==> config.mk <==
export PLATFORM = sky130hd
export DESIGN_NAME = pix_line_counter_flat
export DESIGN_NICKNAME = d
export VERILOG_FILES = /design/src/bin2x2_pkg.sv /design/src/video_if.sv /design/src/pix_line_counter.sv /design/src/flat_wrapper.sv
export VERILOG_INCLUDE_DIRS = /design/src
export SDC_FILE = /design/constraint.sdc
export NUM_CORES = 1
export LEC_CHECK = 0
export ABC_AREA = 0
export BUFFER_PORTS_ARGS = -buffer_cell sky130_fd_sc_hd__buf_2
export CAP_MARGIN = 20
export CELL_PAD_IN_SITES_DETAIL_PLACEMENT = 1
export CELL_PAD_IN_SITES_GLOBAL_PLACEMENT = 2
export CORE_ASPECT_RATIO = 1.25
export CORE_MARGIN = 1
export CORE_UTILIZATION = 25
export DETAILED_ROUTE_END_ITERATION = 8
export PLACE_DENSITY = 0.63
export SLEW_MARGIN = 20
export SYNTH_ARGS = -nofsm -noshare
export SYNTH_HDL_FRONTEND = slang
export SYNTH_SLANG_ARGS = --single-unit
==> constraint.sdc <==
create_clock -name clk -period 5.6 [get_ports clk]
set_clock_uncertainty 0.05 [all_clocks]
set_input_delay 1.12 -clock clk [delete_from_list [all_inputs] [get_ports clk]]
set_output_delay 1.12 -clock clk [all_outputs]
set_load 0.02 [all_outputs]
==> src/bin2x2_consts.svh <==
// width and depth macros for the 2x2 binning block, pulled in with `include
`ifndef BIN2X2_CONSTS_SVH
`define BIN2X2_CONSTS_SVH

// ------------------------------
// video
// bits per pixel
`define BIN_PIXEL_WIDTH 8

// line buffer depth, longest supported line
`define BIN_LINE_MAX 1024

// column and line counter width
`define BIN_COL_WIDTH 11

// ------------------------------
// wishbone
// word address, four registers
`define BIN_WB_ADDR_WIDTH 2
`define BIN_WB_DATA_WIDTH 32

`endif
==> src/bin2x2_pkg.sv <==
// shared types for the 2x2 binning block, imported by wildcard in each module header
`include "bin2x2_consts.svh"

package bin2x2_pkg;

    // ------------------------------
    // register map, word addresses
    typedef enum logic [`BIN_WB_ADDR_WIDTH-1:0] {
        REG_CTRL   = 2'd0,
        REG_FRAMES = 2'd1,
        REG_WIDTH  = 2'd2,
        REG_HEIGHT = 2'd3
    } csr_addr_e;

    // mode FSM states
    typedef enum logic [1:0] {
        ST_OFF      = 2'd0,
        ST_WAIT_GAP = 2'd1,
        ST_BIN      = 2'd2,
        ST_BYPASS   = 2'd3
    } mode_state_e;

    // data path mode seen by the pipe and the counter
    typedef enum logic [1:0] {
        MODE_OFF  = 2'd0,
        MODE_BIN  = 2'd1,
        MODE_PASS = 2'd2
    } out_mode_e;

    // position of the pixel currently on the input
    typedef struct packed {
        logic [`BIN_COL_WIDTH-1:0] col;
        logic                      col_odd;
        logic                      line_odd;
        logic                      line_start;
    } pix_pos_t;

endpackage

==> src/video_if.sv <==
// video stream bundle, one pixel per clock; src drives the stream, snk samples it
`timescale 1ns/100ps
`include "bin2x2_consts.svh"

interface video_if;

    // pixel value
    logic [`BIN_PIXEL_WIDTH-1:0] data;
    // pixel valid
    logic de;
    // line pulse, ahead of each line
    logic hs;
    // frame active
    logic vs;

    modport src (
        output data,
        output de,
        output hs,
        output vs
    );

    modport snk (
        input data,
        input de,
        input hs,
        input vs
    );

endinterface

==> src/pix_line_counter.sv <==
// column, line and frame counters; gives the pixel position and measures the frame size
`timescale 1ns/100ps
`include "bin2x2_consts.svh"

module pix_line_counter
    import bin2x2_pkg::*;
(
    input  logic                          clk,
    input  logic                          rst_n_i,
    video_if.snk                          vin,
    input  out_mode_e                     mode_i,
    output pix_pos_t                      pos_o,
    output logic                          frame_gap_o,
    output logic [`BIN_WB_DATA_WIDTH-1:0] frames_o,
    output logic [`BIN_COL_WIDTH-1:0]     width_o,
    output logic [`BIN_COL_WIDTH-1:0]     height_o
);

    logic [`BIN_COL_WIDTH-1:0] col_cnt;
    logic [`BIN_COL_WIDTH-1:0] line_cnt;
    logic                      de_q;
    logic                      vs_q;
    logic                      line_end;
    logic                      frame_end;

    assign line_end    = de_q & ~vin.de;
    assign frame_end   = vs_q & ~vin.vs;
    assign frame_gap_o = ~vin.vs;

    always_ff @(posedge clk or negedge rst_n_i) begin
        if (!rst_n_i) begin
            col_cnt  <= '0;
            line_cnt <= '0;
            de_q     <= 1'b0;
            vs_q     <= 1'b0;
            frames_o <= '0;
            width_o  <= '0;
            height_o <= '0;
        end else begin
            de_q <= vin.de;
            vs_q <= vin.vs;
            if (vin.hs) begin
                col_cnt <= '0;
            end else if (vin.de) begin
                col_cnt <= col_cnt + 1'b1;
            end
            // held at zero through the gap
            if (!vin.vs) begin
                line_cnt <= '0;
            end else if (line_end) begin
                line_cnt <= line_cnt + 1'b1;
            end
            if (line_end) begin
                width_o <= col_cnt;
            end
            if (frame_end) begin
                height_o <= line_cnt + {{(`BIN_COL_WIDTH-1){1'b0}}, line_end};
                if (mode_i != MODE_OFF) begin
                    frames_o <= frames_o + 1'b1;
                end
            end
        end
    end

    assign pos_o.col        = col_cnt;
    assign pos_o.col_odd    = col_cnt[0];
    assign pos_o.line_odd   = line_cnt[0];
    assign pos_o.line_start = vin.hs;

endmodule

==> src/flat_wrapper.sv <==
// flat-port wrapper written by rule: the top's interface ports become plain ports
module pix_line_counter_flat import bin2x2_pkg::*;
  (clk, rst_n_i, mode_i, pos_o, frame_gap_o, frames_o, width_o, height_o, vin_data, vin_de, vin_hs, vin_vs);
  video_if vin_i ();
  input  logic clk;
  input  logic rst_n_i;
  input  out_mode_e mode_i;
  output pix_pos_t pos_o;
  output logic frame_gap_o;
  output logic [`BIN_WB_DATA_WIDTH-1:0] frames_o;
  output logic [`BIN_COL_WIDTH-1:0] width_o;
  output logic [`BIN_COL_WIDTH-1:0] height_o;
  input wire logic [$bits(vin_i.data)-1:0] vin_data;
  input wire logic [$bits(vin_i.de)-1:0] vin_de;
  input wire logic [$bits(vin_i.hs)-1:0] vin_hs;
  input wire logic [$bits(vin_i.vs)-1:0] vin_vs;
  assign vin_i.data = vin_data;
  assign vin_i.de = vin_de;
  assign vin_i.hs = vin_hs;
  assign vin_i.vs = vin_vs;
  pix_line_counter u_core (.clk(clk), .rst_n_i(rst_n_i), .vin(vin_i), .mode_i(mode_i), .pos_o(pos_o), .frame_gap_o(frame_gap_o), .frames_o(frames_o), .width_o(width_o), .height_o(height_o));
endmodule
==> metrics, run 1 <==
Top Ports 84; CP Launch Type input port; Synth cell types 40; Mapped Area 0.003690 mm2; synth top area cells dfrtp_1 (53%), xnor2_1 (7.4%), nand2_1 (6.5%), xor2_1 (5.9%), nor2_1 (2.3%); async set-reset flop share out of synthesis 100.0%; Worst path most repeated cell buf_2; Detailed Place HPWL between 6000 and 7000 um; Hold Buf Count CTS 0; post-synthesis cell count about 350; Yosys top cell area share 52.90%; Int Power between 1000 and 1500 uW; Skew-Pair Late Insertion Delay 350 ps; H-tree lvl count 3; Final Max Tran Viols 0; CTS root buffer clkbuf_16; Setup-failing EPs final 0; simple-gate share of the synthesized area 24.45%; Antenna diodes 0; TritonCTS Buffers 9; RSZ-0062 raised after global routing false; Compound-Gate Fraction of Synth Area under 10%; first-pass GRT wire length 15090 um; worst r2r src u_core.de_q$_DFF_PN0_; RePlAce Congestion 0.7121; core footprint 0.01441 mm2; register area share after synthesis 52.90%; Design Area, Final around 0.0045 mm2; clock sinks 78; peak supply drop 0.1235 mV; CP top delay family buffers and inverters; Slew @ Worst Pin 654.2 ps; post-synthesis adder-cell area fraction 2.035%; setup TNS 0 ps; yosys synthesis warning count 0; Final Cycle Share 53.02%; Clk network pwr share approximately 44%; Worst Path Buf+Inv 3; power per cell area 302.7 mW/mm2; Mean Syn Cell Area about 11 um2; crit-path cells buf_2 -> inv_1 -> buf_2; Worst Hold Class reg2reg; total power approximately 1400 uW; largest family of logic cells by synthesized area simple AND/OR/NAND/NOR gates; r2r setup slk ~3300 ps; Die Ht roughly 140 um; Hold Fails Final Rpt 0; crit-path max FO 12; fmax 0.3368 GHz; GRT Resource Usage Total 12.82%; DR vias/cell 4.522; Max Cap Viol 0; placed instance area about 0.0042 mm2; FP Rows 49; Routed WL per cell between 10 and 15 um; slowest stage delay, CP 310 ps; cell taking the most area after synthesis dfrtp_1; Nets approximately 450; EDFF count, synth 0; R2R Path End u_core.height_o[10]$_DFFE_PN0P_; drt first pass iters 4; Critical Path End Type primary output; Die Width 110.7 um; initial antenna violation count 0; Synth Area in XOR/XNOR around an eighth; Final Util 31.49%; grt ovf 0; Static Leak approximately 0.0022 uW; Resized cells post-CTS 0; TritonCTS clock tree yes; Post-CTS Setup Bufs 0; Sw Pwr ~370 uW; FF+latch count, synth 78; crit path time final 2969 ps; clock slew at reported path FFs 60 ps; CTS max path bufs 2; Main synth FF type dfrtp_1; CP arrival 1800 ps; Flop pwr share 45.5%; largest net degree at the start of global routing 48; Worst EP required around 4400 ps; most frequent cells after synthesis dfrtp_1 (78), nand2_1 (64), xnor2_1 (31); count leader, synth dfrtp_1; reg2reg path depth 9; area grow syn2layout 22.96%; final wirelength ~9000 um; Slew Limit Headroom 56.05%; WS Path Type in2out; antenna viol nets, final 0; vias in the first global route 2874; Critical-path top delay cell inv_1; initial core utilization 25.61%; fill cell count ~1600; switch share 26.80%; Min-Delay Path Depth 1; # DRC 0; hold path startpoint u_core.frames_o[31]$_DFFE_PN0P_; mux cell area share after synthesis 1.187%; part of the power in combinational logic 10.4%; Mapped Nets 372; die area ~0.015 mm2; status finished, final reports clean; share of post-route cells with drive strength above 1 25.64%; Hold Path End u_core.frames_o[31]$_DFFE_PN0P_; routed via count 2745; initial drt markers 91; PortBufs 75
[cell families (layout without fill, tap and decap cells)]
kind of cell / Yosys count / in the layout
xor gates and xnor gates: 56 / 56
adders and majority gates: 6 / 6
and+or+nand+nor: 161 / 161
AOI/OAI and AO/OA: 21 / 21
buffers and inverters: 25 / 103
muxes: 4 / 4
DFF: 78 / 78
[routing by layer]
| metal | share of wire [%] | track usage, % | up-vias |
|---|---|---|---|
| li1 | - | - | 1322 |
| met1 | 45 | 15.60 | 1348 |
| met2 | 48 | 20.63 | 63 |
| met3 | 4.7 | 4.004 | 12 |
| met4 | 2.0 | 6.222 | 0 |
| met5 | 0 | 0 | - |
[power groups by stage]
| stage | Combinational (uW) | Clock [uW] | Sequential [uW] |
|---|---|---|---|
| floorplan | 60.2 | 0 | 658 |
| global placement | 145 | 0 | 635 |
| detailed placement | 148 | 0 | 636 |
| CTS | 148 | 628 | 626 |
| global route | 159 | 650 | 631 |
| finish | 143 | 605 | 625 |
[how the worst max path moves through the flow]
stage / from / end / cells past startpoint
after floorplan: vin_de / u_core.height_o[10]$_DFFE_PN0P_ / 11
after CTS: vin_de / u_core.height_o[8]$_DFFE_PN0P_ / 10
final: vin_vs / frame_gap_o / 3
after global routing: vin_de / u_core.height_o[8]$_DFFE_PN0P_ / 10
after global placement: vin_de / u_core.height_o[10]$_DFFE_PN0P_ / 10
after detailed placement: vin_de / u_core.height_o[8]$_DFFE_PN0P_ / 10
[worst reg2reg max path, delay by kind of cell (launching register included)]
kind	cells	cell delay, ps
DFF	1	350
adders and majority gates	2	510
xor gates and xnor gates	1	140
and+or+nand+nor	2	300
buffers and inverters	3	720
AOI/OAI and AO/OA	1	80
[cell type report]
class / count / area, um2 / share of cell area [%]
tap: 178 / 222.7 / 4.909
sequential: 78 / 1952 / 43.02
inverter: 9 / 33.78 / 0.7446
clock buffer: 13 / 260.3 / 5.736
timing repair buffer: 78 / 400.4 / 8.825
clock inverter: 3 / 42.54 / 0.9377
multi-input combinational: 248 / 1625 / 35.82
[sequential cells by signal, indices dropped and copies added (netlist names)]
register / flops
u_core.frames_o: 32
u_core.width_o: 11
u_core.de_q: 1
u_core.vs_q: 1
u_core.col_cnt: 11
u_core.line_cnt: 11
u_core.height_o: 11
[metrics by stage]
stage / setup slack, ps / hold slack (ps) / instances
2_1_floorplan: 2486 / 480.1 / 351
3_3_place_gp: 2229 / 403.1 / 591
3_5_place_dp: 2198 / 414.7 / 591
4_1_cts: 2569 / 422.5 / 607
5_1_grt: 2401 / 428.9 / 607
6_report: 2631 / 418.9 / 607
[layout by cell type, fill, tap and decap left out, types with 2 or more instances in the layout]
cell and instances:
buf_2 74, nor3b_1 3, and4_1 5, xnor2_1 31, nor4_1 2, nand2_1 64
clkbuf_1 2, or3_1 4, a21oi_1 5, dfrtp_1 78, and3_1 3, nand4_1 9
nand3_1 13, nor4b_1 3, nor4_4 2, mux2_2 3, ha_1 6, nor2_1 23
nand2b_1 2, clkbuf_8 2, and2_1 2, nor3_2 6, clkbuf_16 9, buf_4 4
xor2_1 25, nand4_4 2, nor3_1 9, inv_1 9, o21ai_0 14
No activity file was read; power rests on OpenSTA's default activity.
==> run 2: changes to the inputs <==
clock period = 2.8 ns   (was 5.6 ns; I/O delays follow)
==> metrics, run 2 (same netlist as run 1, synthesis figures left out) <==
status finished, final reports clean; core footprint 0.01441 mm2 (unchanged); Slew Limit Headroom 55.19% (-0.86 points); setup TNS 0 ps (unchanged); commonest non-fill, non-tap cell in the layout dfrtp_1; Max Cap Viol 0 (unchanged); H-tree lvl count 3 (unchanged); Hold Fails Final Rpt 0 (unchanged); antenna viol nets, final 0 (unchanged); DR vias/cell 4.528 (+0.13%); share of post-route cells with drive strength above 1 26.05% (+0.41 points); Static Leak 0.002242 uW (about the same); number of flip-flops in the largest register 32 (unchanged); die area 0.01525 mm2 (unchanged); Antenna diodes 0 (unchanged); Slew @ Worst Pin 667.0 ps (+12.80 ps); first-pass GRT wire length 15310 um (+1.5%); RePlAce Congestion 0.7108 (-0.18%); Nets 447 (+0.45%); initial core utilization 25.61% (unchanged); vias in the first global route 2855 (-0.66%); Routed WL per cell 14.77 um (+0.89%); clock sinks 78 (unchanged); fmax 0.5335 GHz; initial drt markers 81 (-11%); Die Width 110.7 um (unchanged); Critical-path top delay cell nor4_4; Hold Buf Count CTS 0 (unchanged); CP arrival 2090 ps (+290 ps); Die Ht 137.8 um (unchanged); Final Cycle Share between 60% and 70%; crit-path cells nand4_4 -> nor4_4 -> nor4b_1 -> xor2_1; FP Rows 49 (unchanged); total power 2640 uW (+92%); Worst Hold Class in2async; grt ovf 0 (unchanged); peak supply drop 0.2140 mV (+73%); final wirelength 8978 um (+1.1%); initial antenna violation count 0 (unchanged); most flop-heavy register u_core.frames_o; PortBufs 75 (unchanged); routed via count 2753 (+0.29%); placed cell count 593 (+0.34%); TritonCTS Buffers 9 (unchanged); TritonCTS clock tree yes; WS Path Type reg2reg; slowest stage delay, CP 550 ps (+240 ps); Detailed Place HPWL 6499 um (+2.9%); GRT Resource Usage Total 12.97% (+0.15 points); Setup-failing EPs final 0 (unchanged); most frequent cells in the layout dfrtp_1 (78), buf_2 (74), nand2_1 (64), xnor2_1 (31), xor2_1 (25); # DRC 0 (unchanged); Critical Path End Type flip-flop; Resized cells post-CTS 0 (unchanged); clock slew at reported path FFs 60 ps (about the same); final hold slack 117.2 ps (-301.7 ps); drt first pass iters 4 (unchanged); CP Launch Type flip-flop; power per cell area 581.7 mW/mm2 (+92%); final std cells w/o fill 608 (+0.16%); Final Max Tran Viols 0 (unchanged); Worst EP required 3010 ps (-1420 ps); CTS root buffer clkbuf_16; crit-path max FO 9 (-3); largest net degree at the start of global routing 48 (unchanged); area grow syn2layout 22.99% (about the same); crit path time final 1875 ps; CTS max path bufs 2 (unchanged); Post-CTS Setup Bufs 0 (unchanged); RSZ-0062 raised after global routing false; Skew-Pair Late Insertion Delay 330 ps (-20 ps); Top Ports 84 (unchanged)
run 2: cell types whose count changed in the layout (fill, tap and decap cells not counted), sizes merged:
cell,delta
buf,+2
bufinv,-1
clkbuf,-1
clkinvlp,+1
run 2: metal layers:
| metal | part of all wire (%) | track usage [%] |
|---|---|---|
| met2 | 49 | 21.50 |
| met3 | 3.8 | 2.992 |
| met1 | 45 | 15.98 |
| met5 | 0 | 0 |
| met4 | 1.9 | 6.222 |
run 2: through the flow:
stage	setup slack (ps)	cell area (um2)	util [%]
final	925.5	4538	31.50
after global placement	681.5	4262	29.58
after floorplan	245.7	3690	-
after global routing	752.8	4538	31.50
after CTS	902.6	4538	31.50
after detailed placement	665.4	4262	29.58
run 2: cell type report:
| type | instances | area [um2] |
|---|---|---|
| well taps | 178 | 222.7 |
| repair buffers | 80 | 427.9 |
| fillers | 1622 | 9869 |
| multi-input cells | 248 | 1625 |
| flip-flops and latches | 78 | 1952 |
| inverters | 9 | 33.78 |
| clock inverters | 3 | 20.02 |
| clock buffers | 12 | 256.5 |
run 2: power by group:
group          internal (uW)  total (uW)  switching, uW  leakage, uW
clock network            643        1100            454     0.000131
registers               1180        1250           70.3      0.00106
logic                   98.8         295            196      0.00106
total                   1920        2640            720      0.00224
run 2: final timing paths:
check                                                start                               to  slack (ps)  cells after the start
setup / recovery            u_core.frames_o[4]$_DFFE_PN0P_  u_core.frames_o[31]$_DFFE_PN0P_         930                      4
hold / removal                                     rst_n_i  u_core.frames_o[10]$_DFFE_PN0P_         120                      1
setup reg to reg            u_core.frames_o[4]$_DFFE_PN0P_  u_core.frames_o[31]$_DFFE_PN0P_         930                      4
hold reg to reg            u_core.frames_o[31]$_DFFE_PN0P_  u_core.frames_o[31]$_DFFE_PN0P_         410                      1
max in group asynchronous                          rst_n_i   u_core.line_cnt[8]$_DFFE_PN0P_        1980                      2
min in group clk                                    vin_vs            u_core.vs_q$_DFF_PN0_         320                      1
run 2: critical path: cells and delay by family, from the launching register on:
kind          cells  cell delay (ps)
xor+xnor          1              170
simple gates      3             1090
flops             1              490
