--- src/bin2x2_consts.svh ---
// width and depth macros for the 2x2 binning block, pulled in with `include
`ifndef BIN2X2_CONSTS_SVH
`define BIN2X2_CONSTS_SVH

// ------------------------------
// video
// bits per pixel
`define BIN_PIXEL_WIDTH 8

// line buffer depth, longest supported line
`define BIN_LINE_MAX 1024

// column and line counter width
`define BIN_COL_WIDTH 11

// ------------------------------
// wishbone
// word address, four registers
`define BIN_WB_ADDR_WIDTH 2
`define BIN_WB_DATA_WIDTH 32

`endif
--- src/bin2x2_pkg.sv ---
// shared types for the 2x2 binning block, imported by wildcard in each module header
`include "bin2x2_consts.svh"

package bin2x2_pkg;

    // ------------------------------
    // register map, word addresses
    typedef enum logic [`BIN_WB_ADDR_WIDTH-1:0] {
        REG_CTRL   = 2'd0,
        REG_FRAMES = 2'd1,
        REG_WIDTH  = 2'd2,
        REG_HEIGHT = 2'd3
    } csr_addr_e;

    // mode FSM states
    typedef enum logic [1:0] {
        ST_OFF      = 2'd0,
        ST_WAIT_GAP = 2'd1,
        ST_BIN      = 2'd2,
        ST_BYPASS   = 2'd3
    } mode_state_e;

    // data path mode seen by the pipe and the counter
    typedef enum logic [1:0] {
        MODE_OFF  = 2'd0,
        MODE_BIN  = 2'd1,
        MODE_PASS = 2'd2
    } out_mode_e;

    // position of the pixel currently on the input
    typedef struct packed {
        logic [`BIN_COL_WIDTH-1:0] col;
        logic                      col_odd;
        logic                      line_odd;
        logic                      line_start;
    } pix_pos_t;

endpackage

--- src/wb_csr_regs.sv ---
// wishbone classic slave with the control register and read-only status registers
`timescale 1ns/100ps
`include "bin2x2_consts.svh"

module wb_csr_regs
    import bin2x2_pkg::*;
(
    input  logic                            clk,
    input  logic                            rst_n_i,
    input  logic                            wb_cyc_i,
    input  logic                            wb_stb_i,
    input  logic                            wb_we_i,
    input  csr_addr_e                       wb_adr_i,
    input  logic [`BIN_WB_DATA_WIDTH-1:0]   wb_dat_i,
    input  logic [`BIN_WB_DATA_WIDTH/8-1:0] wb_sel_i,
    output logic [`BIN_WB_DATA_WIDTH-1:0]   wb_dat_o,
    output logic                            wb_ack_o,
    input  logic [`BIN_WB_DATA_WIDTH-1:0]   frames_i,
    input  logic [`BIN_COL_WIDTH-1:0]       width_i,
    input  logic [`BIN_COL_WIDTH-1:0]       height_i,
    output logic                            ctrl_en_o,
    output logic                            ctrl_bypass_o
);

    logic                          req;
    logic [`BIN_WB_DATA_WIDTH-1:0] rd_data;

    // new request, masked during the ack cycle
    assign req = wb_cyc_i & wb_stb_i & ~wb_ack_o;

    always_ff @(posedge clk or negedge rst_n_i) begin
        if (!rst_n_i) begin
            wb_ack_o      <= 1'b0;
            ctrl_en_o     <= 1'b0;
            ctrl_bypass_o <= 1'b0;
        end else begin
            wb_ack_o <= req;
            // only byte lane 0 holds writable bits
            if (req && wb_we_i && (wb_adr_i == REG_CTRL) && wb_sel_i[0]) begin
                ctrl_en_o     <= wb_dat_i[0];
                ctrl_bypass_o <= wb_dat_i[1];
            end
        end
    end

    // ------------------------------
    // read mux
    always_comb begin
        rd_data = '0;
        case (wb_adr_i)
            REG_CTRL:   rd_data[1:0] = {ctrl_bypass_o, ctrl_en_o};
            REG_FRAMES: rd_data = frames_i;
            REG_WIDTH:  rd_data[`BIN_COL_WIDTH-1:0] = width_i;
            REG_HEIGHT: rd_data[`BIN_COL_WIDTH-1:0] = height_i;
            default:    rd_data = '0;
        endcase
    end

    // read data lands together with ack
    always_ff @(posedge clk) begin
        if (req) begin
            wb_dat_o <= rd_data;
        end
    end

endmodule

--- config.mk ---
export PLATFORM = sky130hd
export DESIGN_NAME = wb_csr_regs
export DESIGN_NICKNAME = d
export VERILOG_FILES = /design/src/bin2x2_pkg.sv /design/src/wb_csr_regs.sv
export VERILOG_INCLUDE_DIRS = /design/src
export SDC_FILE = /design/constraint.sdc
export NUM_CORES = 1
export LEC_CHECK = 0
export BUFFER_PORTS_ARGS = -buffer_cell sky130_fd_sc_hd__buf_2
export CAP_MARGIN = 30
export CORE_ASPECT_RATIO = 1.1
export CORE_MARGIN = 8
export CORE_UTILIZATION = 37
export DETAILED_ROUTE_END_ITERATION = 7
export PLACE_DENSITY = 0.79
export SLEW_MARGIN = 20
export SYNTH_ARGS = -nofsm -noshare
export SYNTH_HDL_FRONTEND = slang
export SYNTH_SLANG_ARGS = --single-unit
--- constraint.sdc ---
create_clock -name clk -period 2.9 [get_ports clk]
set_clock_uncertainty 0.15 [all_clocks]
set_input_delay 0.435 -clock clk [delete_from_list [all_inputs] [get_ports clk]]
set_output_delay 0.435 -clock clk [all_outputs]
set_load 0.05 [all_outputs]
==> metrics, run 1 <==
Leak 0.001008 uW; RePlAce Congestion 0.6933; worst-skew pair later-pin latency 0.27 ns; Die H 83.20 um; outcome finished, final reports clean; CP Data Arrival Time 1.62 ns; CP startpoint kind register; Layout Nets 287; Routed Antenna Nets 0; Cell Area, Synth 0.001519 mm2; share of cells above drive strength 1 62.11%; num ports 132; mux cell area share after synthesis 13.34%; min cycle time layout 1.811 ns; Total GRT Usage 11.65%; FF+latch count, synth 35; Final period util 62.44%; max_cap viols 0; DRC errors left 0; Clock transition at path regs 0.06 ns; Slew HR 61.44%; DP Area 0.002047 mm2; Starting Density 38.32%; clk root buf clkbuf_8; drt first-iter violations 23; slowest stage cell, crit path and3b_1; largest family of logic cells by synthesized area multiplexers; routed length per instance 15.30 um; die width 77.09 um; Synth Area in Compound Gates 5.189%; area leader, netlist edfxtp_1; vias in the first global route 1179; logic gate share of total power 19.6%; post-route cell area 0.002135 mm2; Fin. Hold Viols 0; Buffers on Ports 98; sw power 290.0 uW; Setup Buffers After CTS 0; Worst VDD drop 0.1696 mV; sequential area share after synthesis 68.20%; Synth Area in XOR/XNOR 0%; pwr dens 521.9 mW/mm2; die area 0.006414 mm2; pin count of the biggest net entering global routing 22; Critical Path RT 2.71 ns; Adder-Cell Fraction of Synth Area 0%; kind of critical path register to register; CTS Buf Count 5; CP max FO 21; Int Power 824.2 uW; largest stage delay on the critical path 0.58 ns; Hold WC Path Type input port to register; Switching Fraction 26.03%; RSZ-0062 raised after global routing no; diode count 0; top cell type's share of synthesized area 63.26%; Mapped Cells 88; Final Slew Violations 0; final setup fails 0; register area 0.001036 mm2; clk sinks 35; htree depth 2; Area Growth Syn to Fin 40.53%; Avg Cell Area, Syn 17.26 um2; Highest Clock Rate 0.5523 GHz; # hold bufs at CTS 1; CTS max path bufs 2; CTS tree built; GRT overflow 0; Synthesis Warnings 0; Setup TNS 0 ns; Worst Setup End Kind register; Clock power frac 27.6%; dominant cells by area after synthesis edfxtp_1 63%, and2_1 8.6%, mux2_4 7.9%, a22o_1 5.2%, dfrtp_1 4.9%; Placement Rows 24; initial antenna violation count 0; worst path cell trace and3b_1, buf_4; Core ar. 0.003964 mm2; Slew @ Worst Pin 0.5758 ns; area of the multi-input gates 447.9 um2; global-route wire length before repair 5913 um; DR pass1 iterations 3; Via Count 1088; post-CTS resize count 0; vias per cell 4.496; total length of routed wires 3703 um; Seq pwr share 52.8%; Synthesized Nets 185; Synth Area in Simple Gates 10.96%; unique cell type count in the Yosys netlist 16; Fill cells 360
==> sequential cells by signal, indices dropped and copies added, names as in the netlist <==
| register | cells |
|---|---|
| wb_ack_o | 1 |
| ctrl_en_o | 1 |
| wb_dat_o | 32 |
| ctrl_bypass_o | 1 |
==> layout by cell type, fill, tap and decap left out, drive strengths merged <==
cell / n
clkinv: 2
mux2: 11
mux4: 2
nor2: 1
and3b: 1
a22o: 9
dfrtp: 3
edfxtp: 32
and2b: 1
and2: 21
nor2b: 1
nand4: 1
dlygate4sd3: 1
buf: 99
clkbuf: 5
==> per-stage QoR <==
step / power (uW) / hold WS [ns] / cells / util, % / worst slack, ns
finish: 1114 / 0.2407 / 242 / 53.85 / 1.089
global route: 1154 / 0.2418 / 242 / 53.85 / 0.9638
CTS: 1127 / 0.2347 / 242 / 53.85 / 1.058
detailed placement: 819.8 / 0.08593 / 234 / 51.64 / 0.9819
global placement: 814.8 / 0.08322 / 234 / 51.64 / 0.9834
floorplan: 746.3 / -0.01059 / 88 / - / 0.5218
==> cells in the mapped netlist <==
cell type	n
edfxtp_1	32
and2_1	21
a22o_1	9
mux2_4	8
dfrtp_1	3
mux2_2	3
buf_6	2
clkbuf_1	2
and2b_1	1
and3b_1	1
buf_2	1
mux4_1	1
mux4_2	1
nand4_1	1
nor2_1	1
nor2b_2	1
==> metal layers <==
layer  wire [um]  part of all wire, %  up-vias  global-route usage, %
li1            -                    -      533                      -
met1        1444                   39      490                  11.41
met2        1829                   49       60                  20.11
met3         368                  9.9        5                  5.819
met4          60                  1.6        0                  5.155
met5           0                    0        -                      0
==> power by group through the flow <==
stage / Combinational (uW) / Sequential, uW / Clock [uW]
3_3_place_gp: 217 / 598 / 0
6_report: 219 / 588 / 307
2_1_floorplan: 63.4 / 683 / 0
3_5_place_dp: 221 / 599 / 0
5_1_grt: 234 / 590 / 330
4_1_cts: 222 / 589 / 316
==> cell type report <==
type / instances / area share (%)
clock inverters: 2 / 0.4103
flip-flops and latches: 35 / 48.53
multi-input cells: 48 / 20.98
well taps: 52 / 3.048
clock buffers: 5 / 3.224
repair buffers: 100 / 23.80
==> critical path: cells and delay by family, from the launching register on <==
| kind | cells | cell delay [ns] |
|---|---|---|
| AND/OR/NAND/NOR | 1 | 0.58 |
| buffers and inverters | 1 | 0.38 |
| flip-flops | 1 | 0.38 |
==> worst paths after layout <==
path / end / depth (start not counted) / slack, ns / startpoint
worst max-delay path: wb_dat_o[27] / 2 / 1.09 / wb_ack_o
worst min-delay path: ctrl_en_o / 2 / 0.24 / wb_dat_i[0]
worst max register to register: wb_dat_o[27] / 2 / 1.09 / wb_ack_o
worst min register to register: ctrl_en_o / 1 / 0.39 / ctrl_en_o
max in group asynchronous: wb_ack_o / 2 / 2.15 / rst_n_i
min in group asynchronous: ctrl_bypass_o / 2 / 0.35 / rst_n_i
==> logic make-up (layout without fill, tap and decap cells) <==
logic type / Yosys count / count (layout)
buffers and inverters: 5 / 107
AOI/OAI and AO/OA: 9 / 9
DFF: 35 / 35
muxes: 13 / 13
and+or+nand+nor: 26 / 26
(Power assumes the default switching activity.)
==> run 2: changes to the inputs <==
Settings changed: CORE_UTILIZATION 37 to 34, PLACE_DENSITY 0.79 to 0.76.
Clock period 2.9 ns to 1.54 ns, I/O delays scaled along.
==> run 2 against run 1 <==
Against the previous run:
- final cell count is 2.5% higher
- register-to-register slack got worse by 1.0 ns
- global-route usage shrank 0.32 points
- non-clock buffer count increased by 3
- die area rose by 7.0%
- worst setup slack got worse by 1.0 ns
- critical path type unchanged
- highest routed layer is now met5
==> metrics, run 2 (same netlist as run 1, synthesis figures left out) <==
Starting Density 35.45% (-2.9 points); global-route wire length before repair 5940 um (+0.46%); GRT met1 Usage 9.608% (-1.8 points); Leak 0.001034 uW (+2.6%); share of cells above drive strength 1 63.92% (+1.8 points); post-DP HPWL 3100 um; Die H 86.10 um (+3.5%); Highest Clock Rate 0.6912 GHz (+25%); Clock transition at path regs 0.06 ns (about the same); drt first-iter violations 27 (+17%); Largest register FFs 32 (unchanged); Power Total 2189 uW (+96%); GRT overflow 0 (unchanged); vias in the first global route 1297 (+10%); met2 usage 18.62% (-1.5 points); RePlAce Congestion 0.6950 (+0.25%); Hold WC Path Type input port to register; RSZ-0062 raised after global routing no; kind of critical path register to register; CP max FO 2 (-90%); Via Count 1128 (+3.7%); M3 GR Usage 9.310% (+3.5 points); Fin. Hold Viols 0 (unchanged); Slew @ Worst Pin 0.6318 ns (+0.05604 ns); Final Slew Violations 0 (unchanged); Layout Cells excl Fill 248 (+2.5%); CP Data Arrival Time 1.46 ns (-0.16 ns); post-CTS resize count 0 (unchanged); Placement Rows 25 (+4.2%); Core ar. 0.004285 mm2 (+8.1%); Most Crowded Layer GR met2; Slew HR 57.69% (-3.8 points); Setup TNS 0 ns (unchanged); DRC errors left 0 (unchanged); worst-skew pair later-pin latency 0.27 ns (about the same); outcome finished, final reports clean; CTS max path bufs 2 (unchanged); min cycle time layout 1.447 ns (-0.3639 ns); pin count of the biggest net entering global routing 34 (+55%); CTS Buf Count 5 (unchanged); num ports 132 (unchanged); Fill cells 402 (+12%); Area Growth Syn to Fin 45.06%; Inst Count DP 239 (+2.1%); CP startpoint kind register; die width 79.73 um (+3.4%); Critical Path RT 1.55 ns (-1.16 ns); Total GRT Usage 11.32% (-0.32 points); routed length per instance 15.10 um (-1.3%); max_cap viols 0 (unchanged); DR pass1 iterations 3 (unchanged); Routed Antenna Nets 0 (unchanged); setup ws final 0.09315 ns (-0.9961 ns); Setup Buffers After CTS 0 (unchanged); vias per cell 4.548 (+1.2%); clk root buf clkbuf_8; diode count 0 (unchanged); htree depth 2 (unchanged); CTS tree built; final setup fails 0 (unchanged); Final period util 93.95% (+32 points); # hold bufs at CTS 1 (unchanged); most common cell after layout, fill and taps aside buf_2; Worst Setup End Kind register; commonest cells after routing, fill and taps aside 98 x buf_2, 32 x edfxtp_1, 21 x and2_1, 9 x a22o_1, 8 x mux2_4; Top reg by flops wb_dat_o; total length of routed wires 3745 um (+1.1%); Placement Setup Slack -0.009020 ns (-0.9910 ns); Worst VDD drop 0.4580 mV (+170%); pwr dens 993.6 mW/mm2 (+90%); clk sinks 35 (unchanged); Layout Nets 290 (+1.0%); initial antenna violation count 1 (+1); fin util 51.42% (-2.4 points); Buffers on Ports 98 (unchanged); die area 0.006865 mm2 (+7.0%)
run 2: layer usage:
| metal | part of all wire, % | vias up |
|---|---|---|
| li1 | - | 541 |
| met1 | 34 | 506 |
| met2 | 47 | 72 |
| met3 | 17 | 7 |
| met4 | 1.5 | 2 |
| met5 | 0.29 | - |
run 2: critical path, cell delays in order, from the launching register on:
cell and delay, ns:
dfrtp_2 0.40, and3b_4 0.32, nand4_1 0.16, mux2_2 0.31
run 2: power breakdown:
| part | leakage [uW] | total, uW | switching [uW] | internal [uW] |
|---|---|---|---|---|
| registers | 0.000348 | 1110 | 15.5 | 1090 |
| logic | 0.000638 | 427 | 254 | 173 |
| clock network | 0.0000482 | 654 | 294 | 360 |
| total | 0.00103 | 2190 | 564 | 1630 |
run 2: stage by stage:
stage	area, um2	hold WS [ns]
4_1_cts	2203	0.02483
5_1_grt	2203	0.02838
6_report	2203	0.03808
2_1_floorplan	1524	-0.2146
3_5_place_dp	2102	-0.1174
3_3_place_gp	2102	-0.1206
run 2: final cells by class:
class / count / area (um2) / share of cell area, %
clock buffers: 7 / 86.33 / 3.918
flip-flops and latches: 35 / 1037 / 47.08
clock inverters: 1 / 5.005 / 0.2271
repair buffers: 103 / 555.5 / 25.21
multi-input cells: 48 / 451.7 / 20.50
well taps: 54 / 67.56 / 3.066
run 2: final timing paths:
kind / startpoint / end / slack (ns) / depth (start not counted)
max in group asynchronous: rst_n_i / wb_ack_o / 0.98 / 2
setup reg to reg: wb_ack_o / ctrl_bypass_o / 0.09 / 3
hold / removal: wb_dat_i[0] / ctrl_en_o / 0.04 / 2
hold reg to reg: ctrl_en_o / ctrl_en_o / 0.39 / 1
min in group asynchronous: rst_n_i / ctrl_bypass_o / 0.14 / 2
setup / recovery: wb_ack_o / ctrl_bypass_o / 0.09 / 3
==> run 3: changes to the inputs <==
Settings changed: ABC_CLOCK_PERIOD_IN_PS from default to 1540, CORE_ASPECT_RATIO 1.1 to 2.
==> run 3 against run 2 <==
Against the previous run:
- clock power is 7.3% lower
- flip-flop and latch count unchanged
- power down 2.0%
- combinational power about the same
- maximum frequency is 2.5% higher
- die area grew 1.9%
- routed wire length rose by 1.8%
- largest cell class unchanged
- critical path type unchanged
- register-to-register slack better by 0.03 ns
- utilization fell by 0.87 points
- non-clock buffer count unchanged
- worst setup slack gained 0.035 ns
==> metrics, run 3 (same netlist as run 1, synthesis figures left out) <==
r2r startpoint wb_ack_o; pwr dens 977.7 mW/mm2 (-1.6%); routed length per instance 15.38 um (+1.8%); Critical Path RT 1.56 ns (about the same); Final Slew Violations 0 (unchanged); Final period util 91.69% (-2.3 points); final setup fails 0 (unchanged); Placement Rows 34 (+36%); CTS tree built; initial antenna violation count 0 (-1); delay-heaviest family, CP simple AND/OR/NAND/NOR gates; Min Hold Slack 0.03137 ns (-0.006705 ns); Slew HR 62.35% (+4.7 points); DR pass1 iterations 4 (+1); Highest Clock Rate 0.7082 GHz (+2.5%); CP startpoint kind register; Reg2Reg Capture Point ctrl_en_o; post-DP HPWL 3252 um (+4.9%); outcome finished, final reports clean; slowest stage cell, crit path dfrtp_2; num ports 132 (unchanged); commonest cells after routing, fill and taps aside 98 x buf_2, 32 x edfxtp_1, 21 x and2_1, 9 x a22o_1, 8 x mux2_4; vias per cell 4.536 (-0.27%); Routed Antenna Nets 0 (unchanged); Largest register FFs 32 (unchanged); Fill cells 406 (+1.0%); Clock transition at path regs 0.07 ns (about the same); fin util 50.55% (-0.87 points); die area 0.006992 mm2 (+1.9%); worst path cell trace and3b_4, nand4_1, mux2_2; vias in the first global route 1345 (+3.7%); clk sinks 35 (unchanged); M3 GR Usage 7.794% (-1.5 points); most common cell after layout, fill and taps aside buf_2; Area Growth Syn to Fin 44.40%; Slew @ Worst Pin 0.5622 ns (-0.06963 ns); cells on worst reg2reg path 3 (unchanged); crit path from wb_ack_o; Inst Count DP 239 (unchanged); Worst Hold Endpoint ctrl_en_o; RePlAce Congestion 0.7220 (+3.9%); max_cap viols 0 (unchanged); CTS max path bufs 2 (unchanged); Starting Density 35.01% (-0.44 points); min cycle time layout 1.412 ns (-0.03478 ns); met2 usage 19.41% (+0.79 points); kind of critical path register to register; DRC errors left 0 (unchanged); post-CTS resize count 0 (unchanged); CTS Buf Count 5 (unchanged); Fin. Hold Viols 0 (unchanged); Via Count 1125 (-0.27%); Most Crowded Layer GR met2; Leak 0.001028 uW (-0.54%); area of the multi-input gates 451.7 um2 (unchanged); share of cells above drive strength 1 63.40% (-0.52 points); Layout Cells excl Fill 248 (unchanged); Total GRT Usage 10.93% (-0.39 points); worst hold stages 2 (unchanged); Top reg by flops wb_dat_o; RSZ-0062 raised after global routing no; diode count 0 (unchanged); total length of routed wires 3813 um (+1.8%); Hold WC Path Type input port to register; Core ar. 0.004339 mm2 (+1.3%); min-delay src wb_dat_i[0]; worst-skew pair later-pin latency 0.28 ns (about the same); global-route wire length before repair 6120 um (+3.0%); GRT overflow 0 (unchanged); WP buf/inv 0 (unchanged); GRT met1 Usage 8.550% (-1.1 points); register area 0.001037 mm2 (unchanged); largest stage delay on the critical path 0.39 ns (about the same); CP Data Arrival Time 1.43 ns (-0.03 ns); clk root buf clkbuf_8; Buffers on Ports 98 (unchanged); Layout Nets 290 (unchanged); Worst VDD drop 0.7137 mV (+56%); CP max FO 3 (+1); drt first-iter violations 7 (-74%); htree depth 2 (unchanged); Reg2Reg Setup Slack 0.13 ns (+0.03 ns); Worst Setup End Kind register; Die H 110.5 um (+28%); pin count of the biggest net entering global routing 23 (-32%); die width 63.26 um (-21%)
## run 3: changes by cell type in the layout (fill, tap and decap cells not counted)
cell / previous run / this run
clkbuf_8: 6 / 5
clkbuf_1: 1 / 2
## run 3: timing repair
| item | CTS | global route |
|---|---|---|
| hold buffers | 1 | 0 |
| buffers inserted | 0 | 0 |
| hold endpoints to repair | 3 | 0 |
## run 3: worst reg2reg max path, stage by stage, from the launching register on
cell     delay (ns)
dfrtp_2        0.39
and3b_4        0.32
nand4_1        0.14
mux2_2         0.29
## run 3: per-layer routing
layer | part of all wire (%) | vias up | wire [um]
li1 | - | 540 | -
met1 | 33 | 502 | 1241
met2 | 51 | 78 | 1949
met3 | 15 | 5 | 560
met4 | 1.6 | 0 | 62
met5 | 0 | - | 0
## run 3: worst max path at each step
| stage | end | cells after the start |
|---|---|---|
| floorplan | ctrl_bypass_o | 3 |
| global placement | wb_dat_o[7] | 4 |
| detailed placement | wb_dat_o[7] | 4 |
| CTS | ctrl_en_o | 3 |
| global route | ctrl_en_o | 3 |
| finish | ctrl_en_o | 3 |
## run 3: where the power goes
| group | internal [uW] | switching [uW] | leakage (uW) |
|---|---|---|---|
| registers | 1090 | 15.4 | 0.000348 |
| clock network | 317 | 289 | 0.0000422 |
| logic | 173 | 257 | 0.000638 |
| total | 1580 | 562 | 0.00103 |
## run 3: cell type report
cell class | count | area share (%)
flip-flops and latches | 35 | 47.29
repair buffers | 103 | 25.33
multi-input cells | 48 | 20.59
clock buffers | 7 | 3.480
well taps | 54 | 3.080
clock inverters | 1 | 0.2282
## run 3: per-stage QoR
| stage | area (um2) | setup TNS (ns) | setup slack [ns] | total power (uW) |
|---|---|---|---|---|
| 2_1_floorplan | 1524 | -1.792 | -0.2808 | 1406 |
| 3_3_place_gp | 2102 | 0 | 0.09687 | 1548 |
| 3_5_place_dp | 2102 | 0 | 0.05242 | 1561 |
| 4_1_cts | 2193 | 0 | 0.1170 | 2175 |
| 5_1_grt | 2193 | 0 | 0.05993 | 2229 |
| 6_report | 2193 | 0 | 0.1279 | 2144 |
