===== config.mk =====
export PLATFORM = sky130hd
export DESIGN_NAME = bin_avg_pipe_flat
export DESIGN_NICKNAME = d
export VERILOG_FILES = /design/src/bin2x2_pkg.sv /design/src/video_if.sv /design/src/bin_avg_pipe.sv /design/src/flat_wrapper.sv
export VERILOG_INCLUDE_DIRS = /design/src
export SDC_FILE = /design/constraint.sdc
export NUM_CORES = 1
export LEC_CHECK = 0
export ABC_AREA = 1
export BUFFER_PORTS_ARGS = -buffer_cell sky130_fd_sc_hd__buf_2
export CAP_MARGIN = 0
export CORE_MARGIN = 1.5
export CORE_UTILIZATION = 58
export CTS_BUF_LIST = sky130_fd_sc_hd__clkbuf_8 sky130_fd_sc_hd__clkbuf_16
export DETAILED_ROUTE_END_ITERATION = 8
export PLACE_DENSITY = 0.93
export SKIP_LAST_GASP = 1
export SLEW_MARGIN = 40
export SYNTH_ARGS = -nofsm -noshare
export SYNTH_HDL_FRONTEND = slang
export SYNTH_SLANG_ARGS = --single-unit

===== constraint.sdc =====
create_clock -name clk -period 4.49 [get_ports clk]
set_input_delay 0.449 -clock clk [delete_from_list [all_inputs] [get_ports clk]]
set_output_delay 0.449 -clock clk [all_outputs]
set_load 0.01 [all_outputs]

===== src/bin2x2_consts.svh =====
// width and depth macros for the 2x2 binning block, pulled in with `include
`ifndef BIN2X2_CONSTS_SVH
`define BIN2X2_CONSTS_SVH

// ------------------------------
// video
// bits per pixel
`define BIN_PIXEL_WIDTH 8

// line buffer depth, longest supported line
`define BIN_LINE_MAX 1024

// column and line counter width
`define BIN_COL_WIDTH 11

// ------------------------------
// wishbone
// word address, four registers
`define BIN_WB_ADDR_WIDTH 2
`define BIN_WB_DATA_WIDTH 32

`endif

===== src/bin2x2_pkg.sv =====
// shared types for the 2x2 binning block, imported by wildcard in each module header
`include "bin2x2_consts.svh"

package bin2x2_pkg;

    // ------------------------------
    // register map, word addresses
    typedef enum logic [`BIN_WB_ADDR_WIDTH-1:0] {
        REG_CTRL   = 2'd0,
        REG_FRAMES = 2'd1,
        REG_WIDTH  = 2'd2,
        REG_HEIGHT = 2'd3
    } csr_addr_e;

    // mode FSM states
    typedef enum logic [1:0] {
        ST_OFF      = 2'd0,
        ST_WAIT_GAP = 2'd1,
        ST_BIN      = 2'd2,
        ST_BYPASS   = 2'd3
    } mode_state_e;

    // data path mode seen by the pipe and the counter
    typedef enum logic [1:0] {
        MODE_OFF  = 2'd0,
        MODE_BIN  = 2'd1,
        MODE_PASS = 2'd2
    } out_mode_e;

    // position of the pixel currently on the input
    typedef struct packed {
        logic [`BIN_COL_WIDTH-1:0] col;
        logic                      col_odd;
        logic                      line_odd;
        logic                      line_start;
    } pix_pos_t;

endpackage


===== src/video_if.sv =====
// video stream bundle, one pixel per clock; src drives the stream, snk samples it
`timescale 1ns/100ps
`include "bin2x2_consts.svh"

interface video_if;

    // pixel value
    logic [`BIN_PIXEL_WIDTH-1:0] data;
    // pixel valid
    logic de;
    // line pulse, ahead of each line
    logic hs;
    // frame active
    logic vs;

    modport src (
        output data,
        output de,
        output hs,
        output vs
    );

    modport snk (
        input data,
        input de,
        input hs,
        input vs
    );

endinterface


===== src/bin_avg_pipe.sv =====
// 2x2 averaging pipeline with output mode mux for binned, bypass or blanked video
`timescale 1ns/100ps
`include "bin2x2_consts.svh"

module bin_avg_pipe
    import bin2x2_pkg::*;
(
    input  logic                        clk,
    input  logic                        rst_n_i,
    video_if.snk                        vin,
    input  logic [`BIN_PIXEL_WIDTH-1:0] prev_i,
    input  pix_pos_t                    pos_i,
    input  out_mode_e                   mode_i,
    video_if.src                        vout
);

    // held even-column pixels, current and previous line
    logic [`BIN_PIXEL_WIDTH-1:0] cur_even;
    logic [`BIN_PIXEL_WIDTH-1:0] prev_even;
    logic [`BIN_PIXEL_WIDTH:0]   sum_cur;
    logic [`BIN_PIXEL_WIDTH+1:0] sum_all;
    logic                        v1;
    logic                        v2;
    logic                        hs1;
    logic                        hs2;
    logic                        vs1;
    logic                        vs2;

    // ------------------------------
    // data stages
    always_ff @(posedge clk) begin
        if (vin.de && !pos_i.col_odd) begin
            cur_even <= vin.data;
        end
        // buffer output lags by a cycle, so it still shows the even column here
        if (vin.de && pos_i.col_odd) begin
            prev_even <= prev_i;
            sum_cur   <= {1'b0, cur_even} + {1'b0, vin.data};
        end
        // prev_i now holds the odd column of the previous line
        sum_all <= {1'b0, sum_cur} + {2'b00, prev_even} + {2'b00, prev_i};
    end

    // ------------------------------
    // valid and sync alignment
    always_ff @(posedge clk or negedge rst_n_i) begin
        if (!rst_n_i) begin
            v1  <= 1'b0;
            v2  <= 1'b0;
            hs1 <= 1'b0;
            hs2 <= 1'b0;
            vs1 <= 1'b0;
            vs2 <= 1'b0;
        end else begin
            v1  <= vin.de & pos_i.col_odd & pos_i.line_odd;
            v2  <= v1;
            // line pulse kept only for lines that close a square
            hs1 <= pos_i.line_start & pos_i.line_odd;
            hs2 <= hs1;
            vs1 <= vin.vs;
            vs2 <= vs1;
        end
    end

    // ------------------------------
    // output mux registers
    always_ff @(posedge clk or negedge rst_n_i) begin
        if (!rst_n_i) begin
            vout.de <= 1'b0;
            vout.hs <= 1'b0;
            vout.vs <= 1'b0;
        end else begin
            case (mode_i)
                MODE_BIN: begin
                    vout.de <= v2;
                    vout.hs <= hs2;
                    vout.vs <= vs2;
                end
                MODE_PASS: begin
                    vout.de <= vin.de;
                    vout.hs <= vin.hs;
                    vout.vs <= vin.vs;
                end
                default: begin
                    vout.de <= 1'b0;
                    vout.hs <= 1'b0;
                    vout.vs <= 1'b0;
                end
            endcase
        end
    end

    always_ff @(posedge clk) begin
        case (mode_i)
            // floor of the sum over four
            MODE_BIN:  vout.data <= sum_all[`BIN_PIXEL_WIDTH+1:2];
            MODE_PASS: vout.data <= vin.data;
            default:   vout.data <= '0;
        endcase
    end

endmodule


===== src/flat_wrapper.sv =====
// flat-port wrapper written by rule: the top's interface ports become plain ports
module bin_avg_pipe_flat import bin2x2_pkg::*;
  (clk, rst_n_i, prev_i, pos_i, mode_i, vin_data, vin_de, vin_hs, vin_vs, vout_data, vout_de, vout_hs, vout_vs);
  video_if vin_i ();
  video_if vout_i ();
  input  logic clk;
  input  logic rst_n_i;
  input  logic [`BIN_PIXEL_WIDTH-1:0] prev_i;
  input  pix_pos_t pos_i;
  input  out_mode_e mode_i;
  input wire logic [$bits(vin_i.data)-1:0] vin_data;
  input wire logic [$bits(vin_i.de)-1:0] vin_de;
  input wire logic [$bits(vin_i.hs)-1:0] vin_hs;
  input wire logic [$bits(vin_i.vs)-1:0] vin_vs;
  output wire logic [$bits(vout_i.data)-1:0] vout_data;
  output wire logic [$bits(vout_i.de)-1:0] vout_de;
  output wire logic [$bits(vout_i.hs)-1:0] vout_hs;
  output wire logic [$bits(vout_i.vs)-1:0] vout_vs;
  assign vin_i.data = vin_data;
  assign vin_i.de = vin_de;
  assign vin_i.hs = vin_hs;
  assign vin_i.vs = vin_vs;
  assign vout_data = vout_i.data;
  assign vout_de = vout_i.de;
  assign vout_hs = vout_i.hs;
  assign vout_vs = vout_i.vs;
  bin_avg_pipe u_core (.clk(clk), .rst_n_i(rst_n_i), .vin(vin_i), .prev_i(prev_i), .pos_i(pos_i), .mode_i(mode_i), .vout(vout_i));
endmodule

==> summary.md, run 1 <==
| Metric | Value |
|---|---|
| H-tree levels | 2 |
| Final hold vios | 0 |
| Die area | ~4500 µm² |
| Clk root buf | clkbuf_8 |
| Leakage | between 1 and 1.5 nW |
| Yosys warns | 0 |
| Cell Rows | 23 |
| Peak VDD IR | around 0.25 mV |
| Share of post-route cells with drive strength above 1 | between 10% and 20% |
| Clock-pin slew on the worst setup and hold paths | roughly 0.09 ns |
| Worst r2r src | u_core.sum_cur[2] |
| # IOs | 48 |
| Area fraction of the dominant cell type after synthesis | 31.7% |
| Overall routing resource usage | 22.8% |
| Drt wl/cell | between 10 and 15 µm |
| Setup CP Type | reg -> reg |
| Post-route antenna net violation count | 0 |
| Post-Syn Area per Cell | between 10 and 15 µm² |
| Fin crit share | between 40% and 50% |
| Worst min path class | in -> reg |
| Routed WL | between 4000 and 5000 µm |
| Sequential cell area fraction in the yosys report | about 55% |
| TritonCTS buffer count | 5 |
| Worst Setup End Kind | register |
| Mapped Nets | 290 |
| Worst-path fanout max | 3 |
| Status | complete, no violations |
| DPL Wire Length | ~3300 µm |
| Inst Count DP | approximately 310 |
| Netlist cell types | 23 |
| Number of global-route vias before repair | around 1600 |
| DR vias | roughly 1700 |
| Final setup violation count | 0 |
| Final Net Count | roughly 330 |
| Global route total overflow | 0 |
| Area grow syn2layout | 14.6% |
| Initial core utilization | roughly three fifths |
| Synthesized area | about 2400 µm² |
| Final GP Congestion | between 0.8 and 0.9 |
| Pwr/cell area | around 400 nW/µm² |
| Unrepaired setup endpoints after global routing | no |
| Largest net degree at the start of global routing | 18 |
| Die height | around 67 µm |
| Port bufs | 36 |
| Clock Latency Late Sink | approximately 0.31 ns |
| Via/cell ratio | around 5.2 |
| Non-Filler Instances | 318 |
| Clock sink count | 50 |
| Flop2flop setup slack | between 2 and 2.5 ns |
| Ranking of synthesized cells by area | edfxtp_1 32%, dfxtp_1 14%, nand2_1 10%, dfrtp_1 9.5%, ha_1 9.5% |
| Final min period | 2.06 ns |
| Core Area | between 3000 and 4000 µm² |
| CP Data Arrival Time | 2.27 ns |
| Max Cap Viol | 0 |
| Post-Synthesis Cells | between 200 and 250 |
| R2R cell count | 7 |
| Initial antenna violation count | 0 |
| Achievable Freq | just under 500 MHz |
| Crit path capture | u_core.sum_all[7] |
| Final Max Tran Viols | 0 |
| DRT Pass-1 Iters | 4 |
| Drc violations | 0 |
| Maximum clock insertion buffer count | 2 |
| Critical R2R Capture | u_core.sum_all[7] |
| Setup crit start | u_core.sum_cur[2] |
| Type of origin of the critical path | register |
| First-pass GRT wire length | ~7200 µm |
| Area leader, netlist | edfxtp_1 |
| Die W | approximately 67 µm |
| TritonCTS clock tree | yes |
| Max-slew headroom | 47.6% |
| CP Data Required Time | approximately 4.7 ns |
| Worst slew pin tran | approximately 0.79 ns |
| Skew final | around 0.0056 ns |
| Setup TNS | 0 ns |
| Buffers inserted by post-CTS timing repair | 0 |
| N_diodes | 0 |
| Yosys reg bits | 50 |
| Initial DRC count | 66 |
## repair_timing
action,4_1_cts,5_1_grt
hold endpoints to repair,9,0
hold buffers,1,0
resized for setup,0,0
## final cells by class
class                           instances  area [µm²]
Multi-Input combinational cell        144         951
Clock buffer                            6        93.8
Fill cell                             311        1260
Clock inverter                          2        12.5
Timing Repair Buffer                   37         190
Tap cell                               50        62.6
Inverter                               29         109
Sequential cell                        50        1300
## routing by layer
metal  track usage, %  vias up  part of all wire [%]
met3             5.74        9                   3.3
li1                 -      815                     -
met5                0        -                     0
met2             38.8       33                    52
met4             11.0        0                   2.2
met1             26.8      794                    42
## how the worst min path moves through the flow
stage	startpoint	endpoint	slack (ns)	depth (start not counted)
6_report	vin_vs	u_core.vs1	0.27	1
5_1_grt	vin_vs	u_core.vs1	0.26	1
4_1_cts	vin_vs	u_core.vs1	0.26	1
3_5_place_dp	rst_n_i	u_core.vs2	0.31	1
3_3_place_gp	rst_n_i	u_core.vout.vs	0.30	1
2_1_floorplan	rst_n_i	u_core.hs1	0.15	0
## cells by family (layout without fill, tap and decap cells)
family                   Yosys count  count (layout)  synth area share, %
AO/OA/AOI/OAI                     23              23                 5.39
adder cells (fa/ha/maj)           27              27                 17.1
XOR/XNOR                           6               6                 2.22
flip-flops                        50              50                 54.7
AND/OR/NAND/NOR                   88              88                 15.4
buffers and inverters             32              74                 5.17
## cell usage in the layout (no fill, tap or decap)
cell type      synthesis  final
buf_2                  2     36
nand3_1               10     10
nand3b_1               1      1
fa_1                   9      9
inv_2                  1      1
dfrtp_1                9      9
nand3_2                1      1
nand4_1                3      3
edfxtp_1              25     25
nor2_1                 6      6
nand2_1               66     66
o21ai_2                1      1
a21oi_2                1      1
dlygate4sd3_1          0      1
a21oi_1               19     19
clkbuf_8               0      5
o21a_1                 1      1
xor2_1                 5      5
dfxtp_1               16     16
clkinv_4               0      1
xnor2_1                1      1
ha_1                  18     18
a21o_1                 1      1
inv_1                 28     29
or2_4                  1      1
clkbuf_16              0      1
## Yosys cell counts (all sizes together)
library cell  number
nand2             66
nor2               6
nand3b             1
fa                 9
ha                18
edfxtp            25
nand4              3
or2                1
o21ai              1
dfxtp             16
clkbuf             1
nand3             11
a21o               1
o21a               1
buf                2
inv               29
a21oi             20
xor2               5
dfrtp              9
xnor2              1
## registers in the layout (all words and copies together), names as in the netlist
| register | count |
|---|---|
| u_core.cur_even | 8 |
| u_core.hs1 | 1 |
| u_core.hs2 | 1 |
| u_core.prev_even | 8 |
| u_core.sum_all | 8 |
| u_core.sum_cur | 9 |
| u_core.v1 | 1 |
| u_core.v2 | 1 |
| u_core.vout.data | 8 |
| u_core.vout.de | 1 |
| u_core.vout.hs | 1 |
| u_core.vout.vs | 1 |
| u_core.vs1 | 1 |
| u_core.vs2 | 1 |
## power by group
group	switching [mW]	leakage (nW)	internal, mW
sequential	0.0189	0.485	0.546
combinational	0.148	0.791	0.0984
clock	0.152	0.0577	0.143
## through the flow
stage,hold WS (ns),power (mW),worst slack [ns],utilization [%],cell area [µm²]
6_report,0.266,1.11,2.43,68.4,2720
5_1_grt,0.255,1.16,2.30,68.4,2720
4_1_cts,0.261,1.11,2.42,68.4,2720
3_5_place_dp,0.312,0.821,2.25,65.4,2600
3_3_place_gp,0.301,0.803,2.29,65.4,2600
2_1_floorplan,0.153,0.742,2.49,-,2370
## worst max-delay path: stages (launching register included)
cell      delay, ns
edfxtp_1       0.41
fa_1           0.54
inv_1          0.06
fa_1           0.47
o21ai_2        0.23
nand2_1        0.10
nand3_1        0.08
nand2_1        0.05
No activity file was read; power rests on OpenSTA's default activity.
==> inputs of run 2 (changes only) <==
--- a/config.mk
+++ b/config.mk
@@ -6,14 +6,14 @@
 export SDC_FILE = /design/constraint.sdc
 export NUM_CORES = 1
 export LEC_CHECK = 0
-export ABC_AREA = 1
+export ABC_AREA = 0
 export BUFFER_PORTS_ARGS = -buffer_cell sky130_fd_sc_hd__buf_2
 export CAP_MARGIN = 0
 export CORE_MARGIN = 1.5
-export CORE_UTILIZATION = 58
+export CORE_UTILIZATION = 54
 export CTS_BUF_LIST = sky130_fd_sc_hd__clkbuf_8 sky130_fd_sc_hd__clkbuf_16
 export DETAILED_ROUTE_END_ITERATION = 8
-export PLACE_DENSITY = 0.93
+export PLACE_DENSITY = 0.88
 export SKIP_LAST_GASP = 1
 export SLEW_MARGIN = 40
 export SYNTH_ARGS = -nofsm -noshare
==> constraint.sdc (replaced) <==
create_clock -name clk -period 1.9 [get_ports clk]
set_input_delay 0.19 -clock clk [delete_from_list [all_inputs] [get_ports clk]]
set_output_delay 0.19 -clock clk [all_outputs]
set_load 0.01 [all_outputs]
==> run 2 against run 1 <==
Against the previous run: core utilization up 1.0 points; critical path depth up 2; the flow now finishes with violations (negative setup slack); largest power group unchanged; highest routed layer unchanged; total power up 150%.
==> summary.md, run 2 <==
| Metric | Value |
|---|---|
| Final worst slack | -0.226 ns (was 2.43 ns) |
| Commonest cells post-synth | 25 x edfxtp_1, 18 x ha_1, 16 x dfxtp_1 (was 66 x nand2_1, 28 x inv_1, 25 x edfxtp_1) |
| N_diodes | 0 (unchanged) |
| Post-route antenna net violation count | 0 (unchanged) |
| Max-slew headroom | 70.3% (was 47.6%) |
| Drc violations | 0 (unchanged) |
| Post-synth EDFFs | 25 (unchanged) |
| Initial DRC count | 84 (was 66) |
| Netlist cell types | 29 (was 23) |
| Commonest cells after routing, fill and taps aside | 36 x buf_2, 25 x edfxtp_1, 17 x buf_4 (was 66 x nand2_1, 36 x buf_2, 29 x inv_1) |
| DRT Pass-1 Iters | 4 (unchanged) |
| Final Net Count | 292 (was 331) |
| Ranking of synthesized cells by area | edfxtp_1 33%, dfxtp_1 14%, dfrtp_1 9.9%, ha_1 9.9%, fa_1 7.9% (was edfxtp_1 32%, dfxtp_1 14%, nand2_1 10%, dfrtp_1 9.5%, ha_1 9.5%) |
| Area fraction of the dominant cell type after synthesis | 33.1% (was 31.7%) |
| Core Area | 4030 µm² (was 3970 µm²) |
| Area grow syn2layout | 23.3% (was 14.6%) |
| Final setup violation count | 5 (was 0) |
| Unrepaired setup endpoints after global routing | yes (was no) |
| Cell Rows | 23 (unchanged) |
| Pwr/cell area | 982 nW/µm² (was 407 nW/µm²) |
| Initial antenna violation count | 0 (unchanged) |
| Post-Syn Area per Cell | 13.3 µm² (was 10.5 µm²) |
| Area leader, netlist | edfxtp_1 (unchanged) |
| TritonCTS buffer count | 5 (unchanged) |
| Clk root buf | clkbuf_8 (unchanged) |
| Total power draw | 2.75 mW (was 1.11 mW) |
| Post-Synthesis Cells | 170 (was 226) |
| Maximum clock insertion buffer count | 2 (unchanged) |
| Async set-reset flop share out of synthesis | 18.0% (unchanged) |
| Global route total overflow | 0 (unchanged) |
| Hold slack | 0.0116 ns (was 0.266 ns) |
| Setup CP Type | reg -> reg (unchanged) |
| Achievable Freq | 470 MHz (was 485 MHz) |
| Largest register FFs | 9 (unchanged) |
| TritonCTS clock tree | yes (unchanged) |
| Die height | 67.8 µm (was 66.9 µm) |
| CP Data Required Time | 2.13 ns (was 4.70 ns) |
| Initial core utilization | 56.3% (was 59.7%) |
| Peak VDD IR | 0.507 mV (was 0.246 mV) |
| Overall routing resource usage | 21.6% (was 22.8%) |
| Max Cap Viol | 0 (unchanged) |
| Clock-pin slew on the worst setup and hold paths | 0.09 ns (about the same) |
| Die area | 4600 µm² (was 4480 µm²) |
| Skew final | 0.00459 ns (was 0.00563 ns) |
| Setup TNS | -0.820 ns (was 0 ns) |
| Worst slew pin tran | 0.446 ns (was 0.786 ns) |
| Final Max Tran Viols | 0 (unchanged) |
| Placed Area | 2650 µm² (was 2600 µm²) |
| Clock sink count | 50 (unchanged) |
| Largest net degree at the start of global routing | 18 (unchanged) |
| # IOs | 48 (unchanged) |
| Violated checks | negative setup slack |
| CP Data Arrival Time | 2.35 ns (was 2.27 ns) |
| Yosys reg bits | 50 (unchanged) |
| Post-Place Worst Slack | -0.257 ns (was 2.25 ns) |
| Yosys warns | 0 (unchanged) |
| DR vias | 1504 (was 1651) |
| Mapped Nets | 234 (was 290) |
| Worst min path class | in -> reg (unchanged) |
| Synthesized area | 2270 µm² (was 2370 µm²) |
| Largest register by flop count | u_core.sum_cur (unchanged) |
| Drt wl/cell | 15.6 µm (was 13.7 µm) |
| Synth Flop Type | edfxtp_1 (unchanged) |
| Number of global-route vias before repair | 1542 (was 1648) |
| Leakage | 1.24 nW (was 1.33 nW) |
| Via/cell ratio | 5.39 (was 5.19) |
| Share of post-route cells with drive strength above 1 | 35.8% (was 17.9%) |
| Final min period | 2.13 ns (was 2.06 ns) |
| H-tree levels | 2 (unchanged) |
| Final instance area | 2800 µm² (was 2720 µm²) |
| Fin crit share | 112% (was 45.9%) |
| Port bufs | 36 (unchanged) |
| Type of origin of the critical path | register (unchanged) |
| Worst Setup End Kind | register (unchanged) |
| Sequential cell area fraction in the yosys report | 57.1% (was 54.7%) |
| First-pass GRT wire length | 6980 µm (was 7250 µm) |
| Final hold vios | 0 (unchanged) |
| Routed WL | 4350 µm (was 4370 µm) |
| Die W | 67.8 µm (was 66.9 µm) |
| Clock Latency Late Sink | 0.31 ns (about the same) |
| Most common cell after layout, fill and taps aside | buf_2 (was nand2_1) |
| Most frequent cell after synthesis | edfxtp_1 (was nand2_1) |
| DPL Wire Length | 3170 µm (was 3270 µm) |
| Status | finished with violations (was complete, no violations) |
| Final GP Congestion | 0.900 (was 0.823) |
| Worst-path fanout max | 3 (unchanged) |
[run 2: cell types whose count changed after synthesis, moves of 3 or more]
cell,before,now
o21ai_1,0,3
a21o_1,1,4
inv_1,28,9
nor3_1,0,4
xnor2_1,1,8
a21oi_1,19,6
or2_2,0,3
a21oi_2,1,4
nand3_1,10,1
nor2_1,6,15
a22oi_1,0,11
nand2_1,66,6
and2_1,0,3
[run 2: metal layers]
| layer | wire length [µm] | track usage, % | up-vias |
|---|---|---|---|
| met2 | 2200 | 35.4 | 43 |
| met1 | 1820 | 27.0 | 733 |
| met5 | 0 | 0 | - |
| li1 | - | - | 716 |
| met3 | 220 | 5.43 | 12 |
| met4 | 102 | 9.75 | 0 |
[run 2: repair_timing]
action / CTS / global route
endpoints found under the setup margin: 7 / 7
setup buffers: 3 / 0
endpoints found under the hold margin: 9 / 0
hold buffers: 1 / 0
pin swaps: 12 / 6
gates resized for setup: 6 / 2
[run 2: final timing paths]
path | from | end | slack, ns | depth (start not counted)
setup / recovery | u_core.prev_even[1] | u_core.sum_all[9] | -0.23 | 9
hold reg to reg | u_core.v1 | u_core.v2 | 0.36 | 0
hold / removal | vin_vs | u_core.vs1 | 0.01 | 1
setup reg to reg | u_core.prev_even[1] | u_core.sum_all[9] | -0.23 | 9
min in group asynchronous | rst_n_i | u_core.vs2 | 0.27 | 2
max in group asynchronous | rst_n_i | u_core.vout.de | 1.45 | 2
[run 2: cell type report]
type | instances | area [µm²]
Timing Repair Buffer | 54 | 318
Fill cell | 280 | 1230
Clock inverter | 2 | 8.76
Inverter | 9 | 33.8
Multi-Input combinational cell | 108 | 995
Tap cell | 50 | 62.6
Clock buffer | 6 | 82.6
Sequential cell | 50 | 1300
[run 2: stage by stage]
stage	std cells	utilization (%)
2_1_floorplan	170	-
3_3_place_gp	267	65.7
3_5_place_dp	267	65.7
4_1_cts	279	69.2
5_1_grt	279	69.4
6_report	279	69.4
[run 2: power breakdown]
part	internal [mW]	leakage (nW)	total, mW	switching, mW
clock network	0.289	0.0524	0.629	0.340
logic	0.379	0.705	0.760	0.381
registers	1.30	0.485	1.36	0.0562
[run 2: cell families (layout without fill, tap and decap cells)]
group | Yosys count | in the layout | share of synthesized area (%)
XOR/XNOR | 12 | 12 | 4.63
buffers and inverters | 12 | 71 | 1.99
AO/OA/AOI/OAI | 32 | 32 | 10.8
adder cells (fa/ha/maj) | 27 | 27 | 17.9
flip-flops | 50 | 50 | 57.1
AND/OR/NAND/NOR | 37 | 37 | 7.61
[run 2: critical path: stages, from the launching register on]
cell	delay, ns
edfxtp_1	0.38
inv_2	0.07
fa_1	0.43
or2_4	0.24
fa_2	0.34
inv_1	0.06
a21o_1	0.12
a21oi_2	0.08
a2bb2oi_1	0.15
a21oi_1	0.19
